==> src/ica_types_pkg.sv <==
package ica_types_pkg;

    localparam int ICA_WIDTH = 26;
    localparam int ICA_FRAC = 22;

    typedef logic signed [ICA_WIDTH-1:0] ica_word_t;

    typedef struct packed {
        ica_word_t ch0;
        ica_word_t ch1;
        ica_word_t ch2;
        ica_word_t ch3;
    } ica_sample_t;

    typedef struct packed {
        ica_sample_t r0;
        ica_sample_t r1;
        ica_sample_t r2;
        ica_sample_t r3;
    } ica_matrix_t;

    localparam ica_word_t ICA_MAX = {1'b0, {(ICA_WIDTH-1){1'b1}}};
    localparam ica_word_t ICA_MIN = {1'b1, {(ICA_WIDTH-1){1'b0}}};

    // -3.0 in Q3.22, used for the 3w term of the update rule.
    localparam ica_word_t ICA_NEG_THREE = ica_word_t'(-(3 <<< ICA_FRAC));

    // clamps a wide signed value into the word range.
    function automatic ica_word_t sat_word(input logic signed [63:0] v);
        if (v > 64'(ICA_MAX)) begin
            return ICA_MAX;
        end else if (v < 64'(ICA_MIN)) begin
            return ICA_MIN;
        end
        return ica_word_t'(v[ICA_WIDTH-1:0]);
    endfunction

    function automatic ica_word_t sat_add(input ica_word_t a, input ica_word_t b);
        logic signed [ICA_WIDTH:0] s;
        s = a + b;
        return sat_word(s);
    endfunction

    function automatic ica_word_t fx_mul(input ica_word_t a, input ica_word_t b);
        logic signed [2*ICA_WIDTH-1:0] prod;
        prod = a * b;
        return sat_word(prod >>> ICA_FRAC);
    endfunction

    // dot product of one row with a sample, summed in channel order ch0 to ch3.
    function automatic ica_word_t fx_dot(input ica_sample_t w, input ica_sample_t z);
        ica_word_t s;
        s = fx_mul(w.ch0, z.ch0);
        s = sat_add(s, fx_mul(w.ch1, z.ch1));
        s = sat_add(s, fx_mul(w.ch2, z.ch2));
        s = sat_add(s, fx_mul(w.ch3, z.ch3));
        return s;
    endfunction

endpackage

==> src/ica_ctrl_pkg.sv <==
package ica_ctrl_pkg;

    import ica_types_pkg::*;

    typedef enum logic [2:0] {
        IDLE,
        LOAD,
        ACCUM,
        UPDATE,
        CHECK,
        STREAM,
        DONE
    } ica_phase_t;

    localparam int ICA_DEPTH = 128;
    localparam int ICA_ADDR_W = 7;
    localparam int ICA_MAX_ITER = 8;

    // 1/1024 in Q3.22.
    localparam ica_word_t ICA_TOL = ica_word_t'(1 << (ICA_FRAC - 10));

endpackage

==> src/convergence_check.sv <==
`timescale 1ns/10ps

module convergence_check
    import ica_types_pkg::*, ica_ctrl_pkg::*;
(
    input  logic        clk_fast,
    input  logic        en_mul1,
    input  logic        load_w,
    input  logic        chk_en,
    input  ica_matrix_t w_cur,
    output logic        within_tol
);

    ica_matrix_t        w_prev;
    logic               load_q;
    ica_word_t [15:0]   cur_a;
    ica_word_t [15:0]   prev_a;
    logic [ICA_WIDTH:0] max_diff;

    assign cur_a = w_cur;
    assign prev_a = w_prev;

    always_comb begin
        logic signed [ICA_WIDTH:0] d;
        logic [ICA_WIDTH:0]        mag;
        max_diff = '0;
        for (int e = 0; e < 16; e++) begin
            d = cur_a[e] - prev_a[e];
            mag = d[ICA_WIDTH] ? -d : d;
            if (mag > max_diff) begin
                max_diff = mag;
            end
        end
    end

    assign within_tol = (max_diff <= {1'b0, ICA_TOL});

    // w_cur holds the initial matrix one cycle after load_w.
    always_ff @(posedge clk_fast or negedge en_mul1) begin
        if (!en_mul1) begin
            load_q <= 1'b0;
        end else begin
            load_q <= load_w;
        end
    end

    always_ff @(posedge clk_fast) begin
        if (load_q || chk_en) begin
            w_prev <= w_cur;
        end
    end

endmodule

==> config.mk <==
export PLATFORM = sky130hd
export DESIGN_NAME = convergence_check
export DESIGN_NICKNAME = d
export VERILOG_FILES = /design/src/ica_types_pkg.sv /design/src/ica_ctrl_pkg.sv /design/src/convergence_check.sv
export SDC_FILE = /design/constraint.sdc
export NUM_CORES = 2
export LEC_CHECK = 0
export BUFFER_PORTS_ARGS = -buffer_cell sky130_fd_sc_hd__buf_2
export CORE_MARGIN = 2
export CORE_UTILIZATION = 35
export DETAILED_ROUTE_END_ITERATION = 6
export HOLD_SLACK_MARGIN = 0.08
export SYNTH_ARGS = -nofsm -noshare
export SYNTH_HDL_FRONTEND = slang
export SYNTH_SLANG_ARGS = --single-unit
==> constraint.sdc <==
create_clock -name clk_fast -period 64 [get_ports clk_fast]
set_input_delay 12.8 -clock clk_fast [delete_from_list [all_inputs] [get_ports clk_fast]]
set_output_delay 12.8 -clock clk_fast [all_outputs]
set_load 0.005 [all_outputs]
==> results.toml <==
[route]
ant_nets = 0
drt-initial-drc-count = 2835
vias = 52654
totalWireLength_um = 187000
vias_per_cell = 5.23
routedWlPerCell_um = 18.5
first_pass_iters = 5
post-route-drc-count = 0

[placed_design]
dpl_cell_area_mm2 = 0.0660
place.gp.congestion = 0.962
dp_hpwl_um = 158000
dpl.cell_count = 9887
place_ws_ps = -1280
numPortBuffers = 420

[critical_path]
max_stage_delay_ps = 520
cp-end-kind = "output port"
crit_arrival_ps = 50980
cp_slowest_cell = "or4_1"
cp-start-kind = "primary input"
worst_path_most_repeated_cell = "ha_1"
critPathMaxFanout = 17
timing_worst_setup_path_type = "in2out"
required_ps = 51200

[worst_hold_path]
hold_class = "reg2reg"

[logic_synthesis]
syn-cell-area_mm2 = 0.0552
syn_area_per_cell_um2 = 8.24
synthFlopType = "edfxtp_1"
synth_cells = 6691
synthArstFlopShare_pct = 0.240
synth_cell_types = 126
synth_nets = 7914
ys_seq_elements = 417
synth_enable_flop_cells = 416
yosysSeqAreaShare_pct = 22.7
yosys_warnings = 0

[grt]
grt_usage_pct = 22.3
antenna_found_initial = 40
grt_pass1_wl_um = 287000
grt_overflow_total = 0
grt_max_degree = 68
first_global_vias = 51541

[run]
drv_cap = 0

[clock_tree]
cts_sinks = 417
cts_tree = "done"
cts_root_buf = "clkbuf_16"
cts_buffers = 56
clkLatencyLatePin_ps = 660
clockBufferDepth = 3
hold_buffers = 0
path_clk_slew_ps = 70
h-tree-depth = 2

[cells_and_area]
finalInstanceArea_mm2 = 0.0698
nFillCells = 15583
final_nets = 9175
stdcell_count = 10072
layout.cells.most_common_list = "857 x buf_4, 784 x ha_1, 740 x inv_1, 583 x a21oi_1, 485 x nor2_1"
syn_to_final_growth_pct = 26.6
final_common_cell = "buf_4"
drive_above_1_share_pct = 22.3

[sta]
skew_ps = 24.6
period_minus_slack_ps = 63780
finalCritPeriodShare_pct = 99.7
maxSlewHeadroom_pct = 28.0
max_freq_mhz = 15.7
hold_violations = 0
hold_ws_ps = 1090
worst_slew_pin_slew_ps = 1080
rsz0062_at_grt = "true"
maxSlewViolCount = 0
finalWorstSetupSlack_ps = 223
finalSetupViolCount = 0

[floorplan]
die_area_mm2 = 0.161
die_w_um = 401
std_cell_rows = 145
io_pins = 421
die_h_um = 401
initial_core_util_pct = 35.3
coreArea_mm2 = 0.156

[run_status]
status = "completed"
-- cell type report --
cell class	count	area (um2)	share of cell area, %
Timing Repair Buffer	1313	9180	13.1
Clock inverter	37	417	0.597
Antenna cell	18	45.0	0.0645
Clock buffer	65	1460	2.09
Inverter	743	2790	3.99
Tap cell	2058	2570	3.69
Sequential cell	417	12500	17.9
Multi-Input combinational cell	5421	40800	58.5
-- worst max-delay path, delay by kind of cell --
family	cells	cell delay (ps)
compound gates	92	16910
xor+xnor	1	150
fa+ha+maj	16	4310
buf+inv	32	4760
mux	6	1590
simple gates	68	10280
-- synth_stat cells (9+ instances only) --
master | instances | share of area (%)
mux2_2 | 16 | 0.33
a21oi_1 | 648 | 5.9
nor3b_1 | 13 | 0.18
nand4_1 | 79 | 0.90
and3_1 | 32 | 0.36
o211ai_1 | 30 | 0.41
buf_1 | 10 | 0.068
xor2_1 | 333 | 5.3
or3_1 | 61 | 0.69
xnor2_1 | 457 | 7.3
or3b_2 | 13 | 0.21
inv_1 | 742 | 5.0
edfxtp_1 | 416 | 23
nor4_1 | 62 | 0.70
a211o_1 | 11 | 0.17
buf_2 | 14 | 0.13
ha_1 | 787 | 18
o31ai_1 | 22 | 0.30
a2111oi_0 | 15 | 0.24
nand3b_1 | 10 | 0.14
clkbuf_1 | 85 | 0.58
o21ai_1 | 34 | 0.31
nand3_1 | 115 | 1.0
a211oi_1 | 29 | 0.39
nor2_1 | 507 | 3.5
nor3_1 | 144 | 1.3
o22ai_1 | 12 | 0.14
o21a_1 | 50 | 0.68
o21bai_1 | 180 | 2.4
or2_2 | 25 | 0.28
nor2b_1 | 129 | 1.5
and4_1 | 26 | 0.41
a221oi_1 | 14 | 0.22
a31oi_1 | 56 | 0.64
a21o_1 | 208 | 2.8
o21ai_0 | 356 | 3.2
or4_1 | 33 | 0.45
nand2b_1 | 159 | 1.8
or2_1 | 9 | 0.10
o2111ai_1 | 12 | 0.19
a21boi_0 | 10 | 0.14
and2_1 | 36 | 0.41
fa_1 | 16 | 0.58
mux2i_1 | 67 | 1.2
nand2_1 | 386 | 2.6
-- cells by family after synthesis --
| family | share of synthesized area [%] |
|---|---|
| multiplexers | 1.79 |
| AO/OA/AOI/OAI | 21.4 |
| AND/OR/NAND/NOR | 17.2 |
| XOR/XNOR | 12.5 |
| buffers and inverters | 5.94 |
| flip-flops | 22.7 |
| adder cells (fa/ha/maj) | 18.5 |
-- final timing paths --
| path | start | to | slack (ps) | cells after the start |
|---|---|---|---|---|
| worst max register to register | load_q | prev_a[15] | 60960 | 3 |
| worst max-delay path | w_cur[1] | within_tol | 220 | 215 |
| min in group asynchronous | en_mul1 | load_q | 11920 | 1 |
| max in group asynchronous | en_mul1 | load_q | 52000 | 1 |
| worst min-delay path | load_q | prev_a[105] | 1090 | 1 |
| worst min register to register | load_q | prev_a[105] | 1090 | 1 |
-- state kept, by name, summed over array words and instances, names as in the netlist --
signal / cells
prev_a: 416
load_q: 1
-- repair_timing --
action                                  4_1_cts  5_1_grt
setup buffers                                15       38
gates cloned                                  7        5
pin swaps                                    27      110
resized for setup                           124      227
endpoints found under the setup margin        1        1
-- stage by stage --
| stage | util [%] | TNS (ps) |
|---|---|---|
| floorplan | - | 0 |
| global placement | 42.2 | -927 |
| detailed placement | 42.2 | -1280 |
| CTS | 43.8 | 0 |
| global route | 44.6 | -1800 |
| finish | 44.6 | 0 |
-- per-layer routing --
metal	track usage, %	vias to the layer above	wire, um
met4	6.43	36	6060
met1	28.8	24589	82200
met2	38.4	1184	87500
met3	3.19	301	10600
met5	0	-	230
li1	-	26544	-
Power is left out: the tool's default activity adds up to more than one toggle a clock period on the data nets, which glitch-free logic cannot reach.
