==> src/ica_types_pkg.sv <==
package ica_types_pkg;

    localparam int ICA_WIDTH = 26;
    localparam int ICA_FRAC = 22;

    typedef logic signed [ICA_WIDTH-1:0] ica_word_t;

    typedef struct packed {
        ica_word_t ch0;
        ica_word_t ch1;
        ica_word_t ch2;
        ica_word_t ch3;
    } ica_sample_t;

    typedef struct packed {
        ica_sample_t r0;
        ica_sample_t r1;
        ica_sample_t r2;
        ica_sample_t r3;
    } ica_matrix_t;

    localparam ica_word_t ICA_MAX = {1'b0, {(ICA_WIDTH-1){1'b1}}};
    localparam ica_word_t ICA_MIN = {1'b1, {(ICA_WIDTH-1){1'b0}}};

    // -3.0 in Q3.22, used for the 3w term of the update rule.
    localparam ica_word_t ICA_NEG_THREE = ica_word_t'(-(3 <<< ICA_FRAC));

    // clamps a wide signed value into the word range.
    function automatic ica_word_t sat_word(input logic signed [63:0] v);
        if (v > 64'(ICA_MAX)) begin
            return ICA_MAX;
        end else if (v < 64'(ICA_MIN)) begin
            return ICA_MIN;
        end
        return ica_word_t'(v[ICA_WIDTH-1:0]);
    endfunction

    function automatic ica_word_t sat_add(input ica_word_t a, input ica_word_t b);
        logic signed [ICA_WIDTH:0] s;
        s = a + b;
        return sat_word(s);
    endfunction

    function automatic ica_word_t fx_mul(input ica_word_t a, input ica_word_t b);
        logic signed [2*ICA_WIDTH-1:0] prod;
        prod = a * b;
        return sat_word(prod >>> ICA_FRAC);
    endfunction

    // dot product of one row with a sample, summed in channel order ch0 to ch3.
    function automatic ica_word_t fx_dot(input ica_sample_t w, input ica_sample_t z);
        ica_word_t s;
        s = fx_mul(w.ch0, z.ch0);
        s = sat_add(s, fx_mul(w.ch1, z.ch1));
        s = sat_add(s, fx_mul(w.ch2, z.ch2));
        s = sat_add(s, fx_mul(w.ch3, z.ch3));
        return s;
    endfunction

endpackage

==> src/ica_ctrl_pkg.sv <==
package ica_ctrl_pkg;

    import ica_types_pkg::*;

    typedef enum logic [2:0] {
        IDLE,
        LOAD,
        ACCUM,
        UPDATE,
        CHECK,
        STREAM,
        DONE
    } ica_phase_t;

    localparam int ICA_DEPTH = 128;
    localparam int ICA_ADDR_W = 7;
    localparam int ICA_MAX_ITER = 8;

    // 1/1024 in Q3.22.
    localparam ica_word_t ICA_TOL = ica_word_t'(1 << (ICA_FRAC - 10));

endpackage

==> src/ica_controller.sv <==
`timescale 1ns/10ps

module ica_controller
    import ica_ctrl_pkg::*;
(
    input  logic                  clk_fast,
    input  logic                  en_mul1,
    input  logic                  start,
    input  logic                  sample_valid,
    input  logic                  within_tol,
    output logic                  wr_en,
    output logic                  load_w,
    output logic                  acc_clear,
    output logic                  acc_en,
    output logic                  upd_en,
    output logic                  chk_en,
    output logic                  proj_en,
    output logic                  busy,
    output logic                  out_last,
    output logic                  done,
    output logic                  converged,
    output logic [ICA_ADDR_W-1:0] rd_addr,
    output logic [3:0]            iter_count
);

    ica_phase_t          state;
    logic [ICA_ADDR_W:0] cnt;
    logic [3:0]          iter_next;
    logic                rd_accum;
    logic                rd_stream;
    logic                finish;

    // the low bits of the counter address the buffer for load, pass and stream.
    // the top bit covers the drain cycles after the last read.
    assign rd_addr = cnt[ICA_ADDR_W-1:0];
    assign rd_accum = (state == ACCUM) && !cnt[ICA_ADDR_W];
    assign rd_stream = (state == STREAM) && !cnt[ICA_ADDR_W];

    assign iter_next = iter_count + 4'd1;
    assign finish = within_tol || (iter_next == 4'(ICA_MAX_ITER));

    assign wr_en = (state == LOAD) && sample_valid;
    assign load_w = (state == IDLE) && start;
    assign acc_clear = (state == ACCUM) && (cnt == '0);
    assign upd_en = (state == UPDATE);
    assign chk_en = (state == CHECK);
    assign busy = (state != IDLE) && (state != DONE);
    assign done = (state == DONE);

    // read data arrives one cycle after the address, so the enables follow it.
    always_ff @(posedge clk_fast or negedge en_mul1) begin
        if (!en_mul1) begin
            acc_en <= 1'b0;
            proj_en <= 1'b0;
            out_last <= 1'b0;
        end else begin
            acc_en <= rd_accum;
            proj_en <= rd_stream;
            out_last <= (state == STREAM) && (cnt == ICA_DEPTH);
        end
    end

    always_ff @(posedge clk_fast or negedge en_mul1) begin
        if (!en_mul1) begin
            state <= IDLE;
            cnt <= '0;
            iter_count <= '0;
            converged <= 1'b0;
        end else begin
            case (state)
                IDLE: begin
                    if (start) begin
                        state <= LOAD;
                        cnt <= '0;
                        iter_count <= '0;
                        converged <= 1'b0;
                    end
                end
                LOAD: begin
                    if (sample_valid) begin
                        if (cnt == ICA_DEPTH - 1) begin
                            state <= ACCUM;
                            cnt <= '0;
                        end else begin
                            cnt <= cnt + 1'b1;
                        end
                    end
                end
                // 128 reads and one drain cycle.
                ACCUM: begin
                    if (cnt == ICA_DEPTH) begin
                        state <= UPDATE;
                        cnt <= '0;
                    end else begin
                        cnt <= cnt + 1'b1;
                    end
                end
                UPDATE: begin
                    state <= CHECK;
                end
                CHECK: begin
                    iter_count <= iter_next;
                    if (finish) begin
                        state <= STREAM;
                        converged <= within_tol;
                    end else begin
                        state <= ACCUM;
                    end
                end
                // 128 reads, then the buffer and the output register drain.
                STREAM: begin
                    if (cnt == ICA_DEPTH + 1) begin
                        state <= DONE;
                        cnt <= '0;
                    end else begin
                        cnt <= cnt + 1'b1;
                    end
                end
                DONE: begin
                    state <= IDLE;
                end
                default: begin
                    state <= IDLE;
                end
            endcase
        end
    end

endmodule

==> config.mk <==
export PLATFORM = sky130hd
export DESIGN_NAME = ica_controller
export DESIGN_NICKNAME = d
export VERILOG_FILES = /design/src/ica_types_pkg.sv /design/src/ica_ctrl_pkg.sv /design/src/ica_controller.sv
export SDC_FILE = /design/constraint.sdc
export NUM_CORES = 1
export LEC_CHECK = 0
export BUFFER_PORTS_ARGS = -buffer_cell sky130_fd_sc_hd__buf_2
export CORE_MARGIN = 2
export CORE_UTILIZATION = 55
export DETAILED_ROUTE_END_ITERATION = 6
export PLACE_DENSITY = 0.8
export SYNTH_ARGS = -nofsm -noshare
export SYNTH_HDL_FRONTEND = slang
export SYNTH_SLANG_ARGS = --single-unit
==> constraint.sdc <==
create_clock -name clk_fast -period 5.2 [get_ports clk_fast]
set_clock_uncertainty 0.05 [all_clocks]
set_input_delay 1.04 -clock clk_fast [delete_from_list [all_inputs] [get_ports clk_fast]]
set_output_delay 1.04 -clock clk_fast [all_outputs]
set_load 0.1 [all_outputs]
==> impl_metrics.yaml, run 1 <==
placed_design:
  place.port_buffers: 26
  hpwlAfterDp_um: 1870
  gp_congestion: 0.836
grt:
  gr-total-overflow: 0
  grt_start_max_net_pins: 20
  grtUsageTotal: 0.200
  grt_pass1_wl_um: 4160
  grtUsageMet1: 0.281
  antenna_found_initial: 0
  met2_usage: 0.319
  use_met3: 0.0282
  grt.busiest_layer: "met2"
  grt_pass1_vias: 929
synth:
  avgSynthCellArea_um2: 9.35
  ys.flop_type: "dfrtp_1"
  ys_ff_latch: 19
  synth_edf_count: 0
  synth_warnings: 0
  async_flop_share: 1.00
  synth.distinct_cells: 46
  synth_top_area_frac: 0.358
  synth_area_leaders: "dfrtp_1 (36%), buf_4 (5.1%), nand2_1 (4.2%), ha_1 (3.8%), nor3_1 (3.4%)"
  netlist_area_um2: 1330
  syn_inst: 142
  synth_fp_nets: 151
  synth_top_area_cell: "dfrtp_1"
  synth-seq-area-share: 0.358
final_layout:
  layout_common_cells: "buf_2 (26), dfrtp_1 (19), nand2_1 (15)"
  layout_commonest_cell: "buf_2"
  drive_above_1_share: 0.271
  syn_to_final_growth_pct: 6.31
  antennaDiodeCount: 0
  fillers: 215
  num-nets-final: 165
timing:
  relSlewSlack: 0.632
  rsz0062_at_grt: "false"
  hold_viol: 0
  max_freq_mhz: 312
  worst_slew_pin_slew_ps: 552
  finalSetupViolations: 0
  maxSlewViolCount: 0
  setup_tns_ps: 0
  layout_min_cycle_time_ps: 3210
  fin_crit_sh: 0.616
hold_path:
  holdCritPathClass: "flip-flop to flip-flop"
  min_path_cells: 1
clocking:
  clkTransAtPathRegs_ps: 110
  cts_max_level: 1
  post_cts_buffers: 0
  cts_resized: 0
  clock_latency_ps: 290
  hold_buffers: 0
  cts.path.max_buffers: 2
  numCtsBuffers: 3
  cts_sinks: 19
  cts_tree: "done"
  clock-root-buffer: "clkbuf_4"
run:
  max_cap_violations: 0
route:
  wire_per_inst_um: 13.9
  via_count: 1049
  ant_nets: 0
  remaining_drc_errors: 0
  drt-initial-drc-count: 22
  dr.pass1.iters: 4
  routed_wirelength_um: 2540
  vias_per_cell: 5.73
worst_setup_path:
  worst-path-stages: 3
  cp-start-kind: "flip-flop"
  critPathMaxFanout: 17
  critPathMaxStageDelay_ps: 700
  rr_worst_depth: 4
  critical_path_required_ps: 4110
  critPathTopFamily: "flip-flops"
  setup.worst_path.end_class: "output port"
  cp_cell_sequence: "or3b_1 > inv_1 > buf_2"
  slowest_stage: "dfrtp_1"
  worst-setup-path-type: "flip-flop to output port"
  cp.buffers_inverters: 2
  crit_arrival_ps: 2120
floorplan:
  initial_utilization: 0.589
  core_um2: 2250
  die_y_um: 53.1
  io_pins: 27
  die_w_um: 53.1
  dieArea_um2: 2820
  fp-row-count: 17
outcome:
  outcome: "finished, final reports clean"
## per-stage QoR
step | util | setup slack (ps) | area [µm²] | instances | hold WS (ps)
4_1_cts | 0.626 | 1990 | 1410 | 183 | 478
3_3_place_gp | 0.614 | 2220 | 1390 | 179 | 457
3_5_place_dp | 0.614 | 2210 | 1390 | 179 | 462
6_report | 0.626 | 1990 | 1410 | 183 | 482
2_1_floorplan | - | 888 | 1330 | 142 | 491
5_1_grt | 0.626 | 1900 | 1410 | 183 | 528
## logic make-up (layout without fill, tap and decap cells)
kind of cell	Yosys count	count (layout)	share of synthesized area
AOI/OAI and AO/OA	28	28	0.180
buffers and inverters	24	37	0.106
and+or+nand+nor	62	62	0.282
DFF	19	19	0.358
muxes	4	4	0.0302
adders and majority gates	4	4	0.0377
xor gates and xnor gates	1	1	0.00660
## final timing paths
path,start,endpoint,slack [ps]
max,state[2],chk_en,1990
min,iter_count[2],iter_count[2],480
max reg2reg,state[2],cnt[7],3250
min reg2reg,iter_count[2],iter_count[2],480
max in group asynchronous,en_mul1,cnt[5],4180
min in group asynchronous,en_mul1,state[2],620
## cell usage after synthesis, types with 2 or more instances
cell       n
o22ai_1    3
nor3_1     9
nand2b_1   2
a21oi_1    3
buf_2      5
dfrtp_1   19
inv_1      7
clkbuf_2   2
o21ai_0    6
and3_1     2
buf_4      9
o21ai_1    2
o32ai_1    2
nand3b_1   3
nand2_1   15
nor3b_1    3
nor2_1    12
ha_1       4
nand3_1    2
or3b_1     2
mux2i_1    4
a211oi_2   2
## area by class of cell
type | count | area (µm²) | area share
Clock buffer | 4 | 26.3 | 0.0186
Inverter | 7 | 26.3 | 0.0186
Multi-Input combinational cell | 99 | 718 | 0.509
Sequential cell | 19 | 475 | 0.337
Tap cell | 28 | 35.0 | 0.0248
Timing Repair Buffer | 26 | 130 | 0.0922
## worst register-to-register path, cell delays in order (launching register included)
cell,delay (ps)
dfrtp_1,700
or3b_1,360
a31oi_4,80
nor3_1,470
o22ai_1,160
## routing by layer
layer	vias up	wire length, µm
met1	486	1200
met5	-	0
met2	30	1210
li1	529	-
met4	0	26
met3	4	108
## registers in the layout (all words and copies together) (netlist names)
register    flops
acc_en          1
cnt             8
converged       1
iter_count      4
out_last        1
proj_en         1
state           3
Power of run 1 is not shown: default switching activity piles up to over one toggle a cycle in this logic, so the estimate is an artifact.
==> inputs of run 2 (changes only) <==
--- a/config.mk
+++ b/config.mk
@@ -7,9 +7,9 @@
 export LEC_CHECK = 0
 export BUFFER_PORTS_ARGS = -buffer_cell sky130_fd_sc_hd__buf_2
 export CORE_MARGIN = 2
-export CORE_UTILIZATION = 55
+export CORE_UTILIZATION = 54
 export DETAILED_ROUTE_END_ITERATION = 6
-export PLACE_DENSITY = 0.8
+export PLACE_DENSITY = 0.79
 export SYNTH_ARGS = -nofsm -noshare
 export SYNTH_HDL_FRONTEND = slang
 export SYNTH_SLANG_ARGS = --single-unit
==> constraint.sdc (replaced) <==
create_clock -name clk_fast -period 3.31 [get_ports clk_fast]
set_clock_uncertainty 0.05 [all_clocks]
set_input_delay 0.662 -clock clk_fast [delete_from_list [all_inputs] [get_ports clk_fast]]
set_output_delay 0.662 -clock clk_fast [all_outputs]
set_load 0.1 [all_outputs]
==> run 2 against run 1 <==
Net effect:
- core utilization is 0.24 points higher
- worst setup slack worse by 1500 ps
- worst hold slack worse by 250 ps
- wire length is 0.28% higher
- die area is 1.7% higher
- cell area is 1.3% higher
- critical path depth stayed put
- via count is 1.6% lower
- global-route usage is 0.30 points lower
- register-to-register slack worse by 1900 ps
- non-clock buffer count stayed put
- sequential share of layout area is 0.44 points lower
- largest cell class unchanged
==> impl_metrics.yaml, run 2 (synthesis results as in run 1) <==
grt:
  grt_pass1_vias: 963
  grtUsageTotal: 0.197
  antenna_found_initial: 0
  gr-total-overflow: 0
  grt_pass1_wl_um: 4100
  grt_start_max_net_pins: 20
floorplan:
  die_y_um: 53.6
  fp-row-count: 17
  initial_utilization: 0.583
  io_pins: 27
  dieArea_um2: 2870
  core_um2: 2280
  die_w_um: 53.6
clocking:
  clkTransAtPathRegs_ps: 120
  clock_latency_ps: 300
  clock-root-buffer: "clkbuf_4"
  cts.path.max_buffers: 2
  numCtsBuffers: 3
  cts_tree: "done"
  hold_buffers: 0
  cts_max_level: 1
  post_cts_buffers: 0
  cts_sinks: 19
  cts_resized: 0
worst_setup_path:
  worst-setup-path-type: "flip-flop to output port"
  critPathMaxFanout: 17
  setup.worst_path.end_class: "output port"
  crit_path_end: "chk_en"
  cp-start-kind: "flip-flop"
  crit_start: "state[2]"
  rr_worst_depth: 4
  rr_startpoint: "state[2]"
  rrSetupSlack_ps: 1360
  critical_path_required_ps: 2600
  worstReg2RegEnd: "cnt[7]"
  crit_arrival_ps: 2090
final_layout:
  syn_to_final_growth_pct: 7.73
  largest_reg_flops: 8
  top_register: "cnt"
  antennaDiodeCount: 0
  layout_common_cells: "buf_2 (26), dfrtp_1 (19), nand2_1 (15)"
  drive_above_1_share: 0.297
  reg.largest.list: "cnt: 8 flops, iter_count: 4 flops, state: 3 flops"
  num-nets-final: 165
  layout_commonest_cell: "buf_2"
timing:
  hold_viol: 0
  maxSlewViolCount: 0
  finalSetupViolations: 0
  rsz0062_at_grt: "false"
  layout_min_cycle_time_ps: 2810
  worst_slew_pin_slew_ps: 547
  relSlewSlack: 0.636
  setup_tns_ps: 0
  fin_crit_sh: 0.847
  max_freq_mhz: 356
route:
  dr.pass1.iters: 4
  routed_wirelength_um: 2550
  ant_nets: 0
  drt-initial-drc-count: 14
  wire_per_inst_um: 13.9
  remaining_drc_errors: 0
  vias_per_cell: 5.64
  via_count: 1032
placed_design:
  place.port_buffers: 26
  gp_congestion: 0.775
  hpwlAfterDp_um: 1950
outcome:
  outcome: "finished, final reports clean"
run:
  max_cap_violations: 0
hold_path:
  holdCritPathClass: "input pin to asynchronous set/reset pin"
run 2: cell types whose count changed in the layout (fill, tap and decap cells not counted):
| cell | before | now |
|---|---|---|
| nor3_1 | 9 | 8 |
| clkbuf_1 | 1 | 0 |
| nor3b_2 | 0 | 2 |
| nor3_2 | 1 | 2 |
| nor3b_1 | 3 | 1 |
| clkinvlp_4 | 0 | 1 |
run 2: worst min-delay path by stage:
stage                  start            end  slack [ps]  cells after the start
2_1_floorplan        en_mul1         acc_en         320                      0
3_3_place_gp   iter_count[2]  iter_count[2]         450                      1
3_5_place_dp   iter_count[2]  iter_count[2]         460                      1
4_1_cts              en_mul1  iter_count[1]         240                      1
5_1_grt              en_mul1  iter_count[1]         230                      1
6_report             en_mul1  iter_count[1]         230                      1
run 2: worst max-delay path, cell delays in order (launching register included):
cell	delay (ps)
dfrtp_1	690
or3b_1	510
inv_1	150
buf_2	440
run 2: final cells by class:
type                       count  area [µm²]
clock buffer                   3        22.5
fill                         194         846
timing repair buffer          26         130
tap                           28        35.0
sequential                    19         475
clock inverter                 1        7.51
inverter                       7        26.3
multi-input combinational     99         733
run 2: metal layers:
layer,GRT usage,vias up,share of wire
met5,0,-,0
met4,0.0684,0,0.0063
met3,0.0361,2,0.038
met2,0.342,18,0.50
met1,0.246,482,0.46
li1,-,530,-
run 2: per-stage QoR:
stage | setup slack [ps] | hold WS [ps] | utilization | area [µm²] | std cells
after floorplan | 153 | 316 | - | 1350 | 142
after global placement | 878 | 453 | 0.615 | 1400 | 179
after detailed placement | 857 | 461 | 0.615 | 1400 | 179
after CTS | 517 | 244 | 0.628 | 1430 | 183
after global routing | 398 | 234 | 0.628 | 1430 | 183
final | 505 | 232 | 0.628 | 1430 | 183
Power of run 2 is left out for the same reason.
==> inputs of run 3 (changes only) <==
==> constraint.sdc (replaced) <==
create_clock -name clk_fast -period 2.64 [get_ports clk_fast]
set_clock_uncertainty 0.05 [all_clocks]
set_input_delay 0.528 -clock clk_fast [delete_from_list [all_inputs] [get_ports clk_fast]]
set_output_delay 0.528 -clock clk_fast [all_outputs]
set_load 0.1 [all_outputs]
==> run 3 against run 2 <==
Net effect:
- global-route usage is 1.5 points higher
- non-clock buffer count is 2 higher
- cell count is 1.1% higher
- sequential share of layout area is 0.96 points lower
- via count is 3.7% higher
- flip-flop and latch count stayed put
- critical path depth stayed put
- core utilization is 2.0 points higher
- worst hold slack worse by 140 ps
- worst setup slack worse by 310 ps
- wire length is 5.9% higher
- cell area is 3.2% higher
- critical endpoint unchanged
==> impl_metrics.yaml, run 3 (synthesis results as in run 1) <==
outcome:
  outcome: "finished, final reports clean"
floorplan:
  fp-row-count: 17
  core_um2: 2280
  die_w_um: 53.6
  dieArea_um2: 2870
  initial_utilization: 0.583
  die_y_um: 53.6
  io_pins: 27
final_layout:
  largest_reg_flops: 8
  layout_commonest_cell: "buf_2"
  layout_common_cells: "buf_2 (24), dfrtp_1 (18), nand2_1 (15)"
  top_register: "cnt"
  drive_above_1_share: 0.312
  fillers: 192
  syn_to_final_growth_pct: 11.2
  num-nets-final: 167
  antennaDiodeCount: 0
  reg.largest.list: "cnt: 8 flops, iter_count: 4 flops, state: 3 flops"
timing:
  relSlewSlack: 0.630
  setup_tns_ps: 0
  maxSlewViolCount: 0
  max_freq_mhz: 408
  worst_slew_pin_slew_ps: 555
  finalSetupViolations: 0
  hold_viol: 0
  layout_min_cycle_time_ps: 2450
  rsz0062_at_grt: "false"
  fin_crit_sh: 0.927
worst_setup_path:
  crit_arrival_ps: 1870
  critical_path_required_ps: 2060
  setup.worst_path.end_class: "output port"
  worst-setup-path-type: "flip-flop to output port"
  rrSetupSlack_ps: 670
  critPathMaxFanout: 11
  cp-start-kind: "flip-flop"
route:
  ant_nets: 0
  routed_wirelength_um: 2700
  vias_per_cell: 5.78
  remaining_drc_errors: 0
  via_count: 1070
  wire_per_inst_um: 14.6
  drt-initial-drc-count: 20
  dr.pass1.iters: 5
clocking:
  cts.path.max_buffers: 2
  numCtsBuffers: 3
  cts_tree: "done"
  cts_max_level: 1
  clkTransAtPathRegs_ps: 110
  clock-root-buffer: "clkbuf_4"
  clock_latency_ps: 310
  cts_sinks: 19
grt:
  antenna_found_initial: 0
  grt_pass1_vias: 1040
  gr-total-overflow: 0
  grt_start_max_net_pins: 20
  grt_pass1_wl_um: 4460
  grtUsageTotal: 0.212
placed_design:
  gp_congestion: 0.810
  place.port_buffers: 26
  hpwlAfterDp_um: 2050
hold_path:
  holdCritPathClass: "input pin to asynchronous set/reset pin"
run:
  max_cap_violations: 0
==> run 3: what timing repair did <==
action,in CTS,in global routing
endpoints found under the setup margin,0,2
setup buffers,0,0
hold buffers,0,0
resized for setup,0,2
==> run 3: area by class of cell <==
class                      instances  area, µm²  area share
tap                               28       35.0      0.0237
clock buffer                       3       22.5      0.0153
timing repair buffer              28        163       0.110
multi-input combinational         99        748       0.507
sequential                        19        477       0.323
clock inverter                     1       5.00     0.00339
inverter                           7       26.3      0.0178
==> run 3: stage by stage <==
| stage | instances | hold WS (ps) | area (µm²) | worst slack, ps | utilization |
|---|---|---|---|---|---|
| after detailed placement | 181 | 445 | 1450 | 433 | 0.635 |
| after CTS | 185 | 106 | 1470 | 77.2 | 0.647 |
| after global placement | 181 | 439 | 1450 | 464 | 0.635 |
| after floorplan | 142 | 182 | 1360 | 16.4 | - |
| final | 185 | 89.3 | 1480 | 192 | 0.649 |
| after global routing | 185 | 114 | 1480 | 111 | 0.649 |
==> run 3: worst max-delay path, cell delays in order, from the launching register on <==
cell	delay (ps)
dfrtp_1	520
or3b_1	540
inv_1	160
clkbuf_4	350
==> run 3: per-layer routing <==
layer  track usage  vias to the layer above  share of wire
li1              -                      527              -
met1         0.254                      511           0.45
met2         0.368                       27           0.50
met3        0.0389                        5          0.040
met4        0.0983                        0          0.013
met5             0                        -              0
==> run 3: final timing paths <==
kind / start / endpoint / cells past startpoint
worst max-delay path: state[1] / chk_en / 3
worst min-delay path: en_mul1 / iter_count[1] / 1
worst max register to register: state[2] / cnt[7] / 6
worst min register to register: iter_count[2] / iter_count[2] / 1
max in group asynchronous: en_mul1 / state[0] / 1
min in group clk_fast: within_tol / converged / 3
Power of run 3 is left out for the same reason.
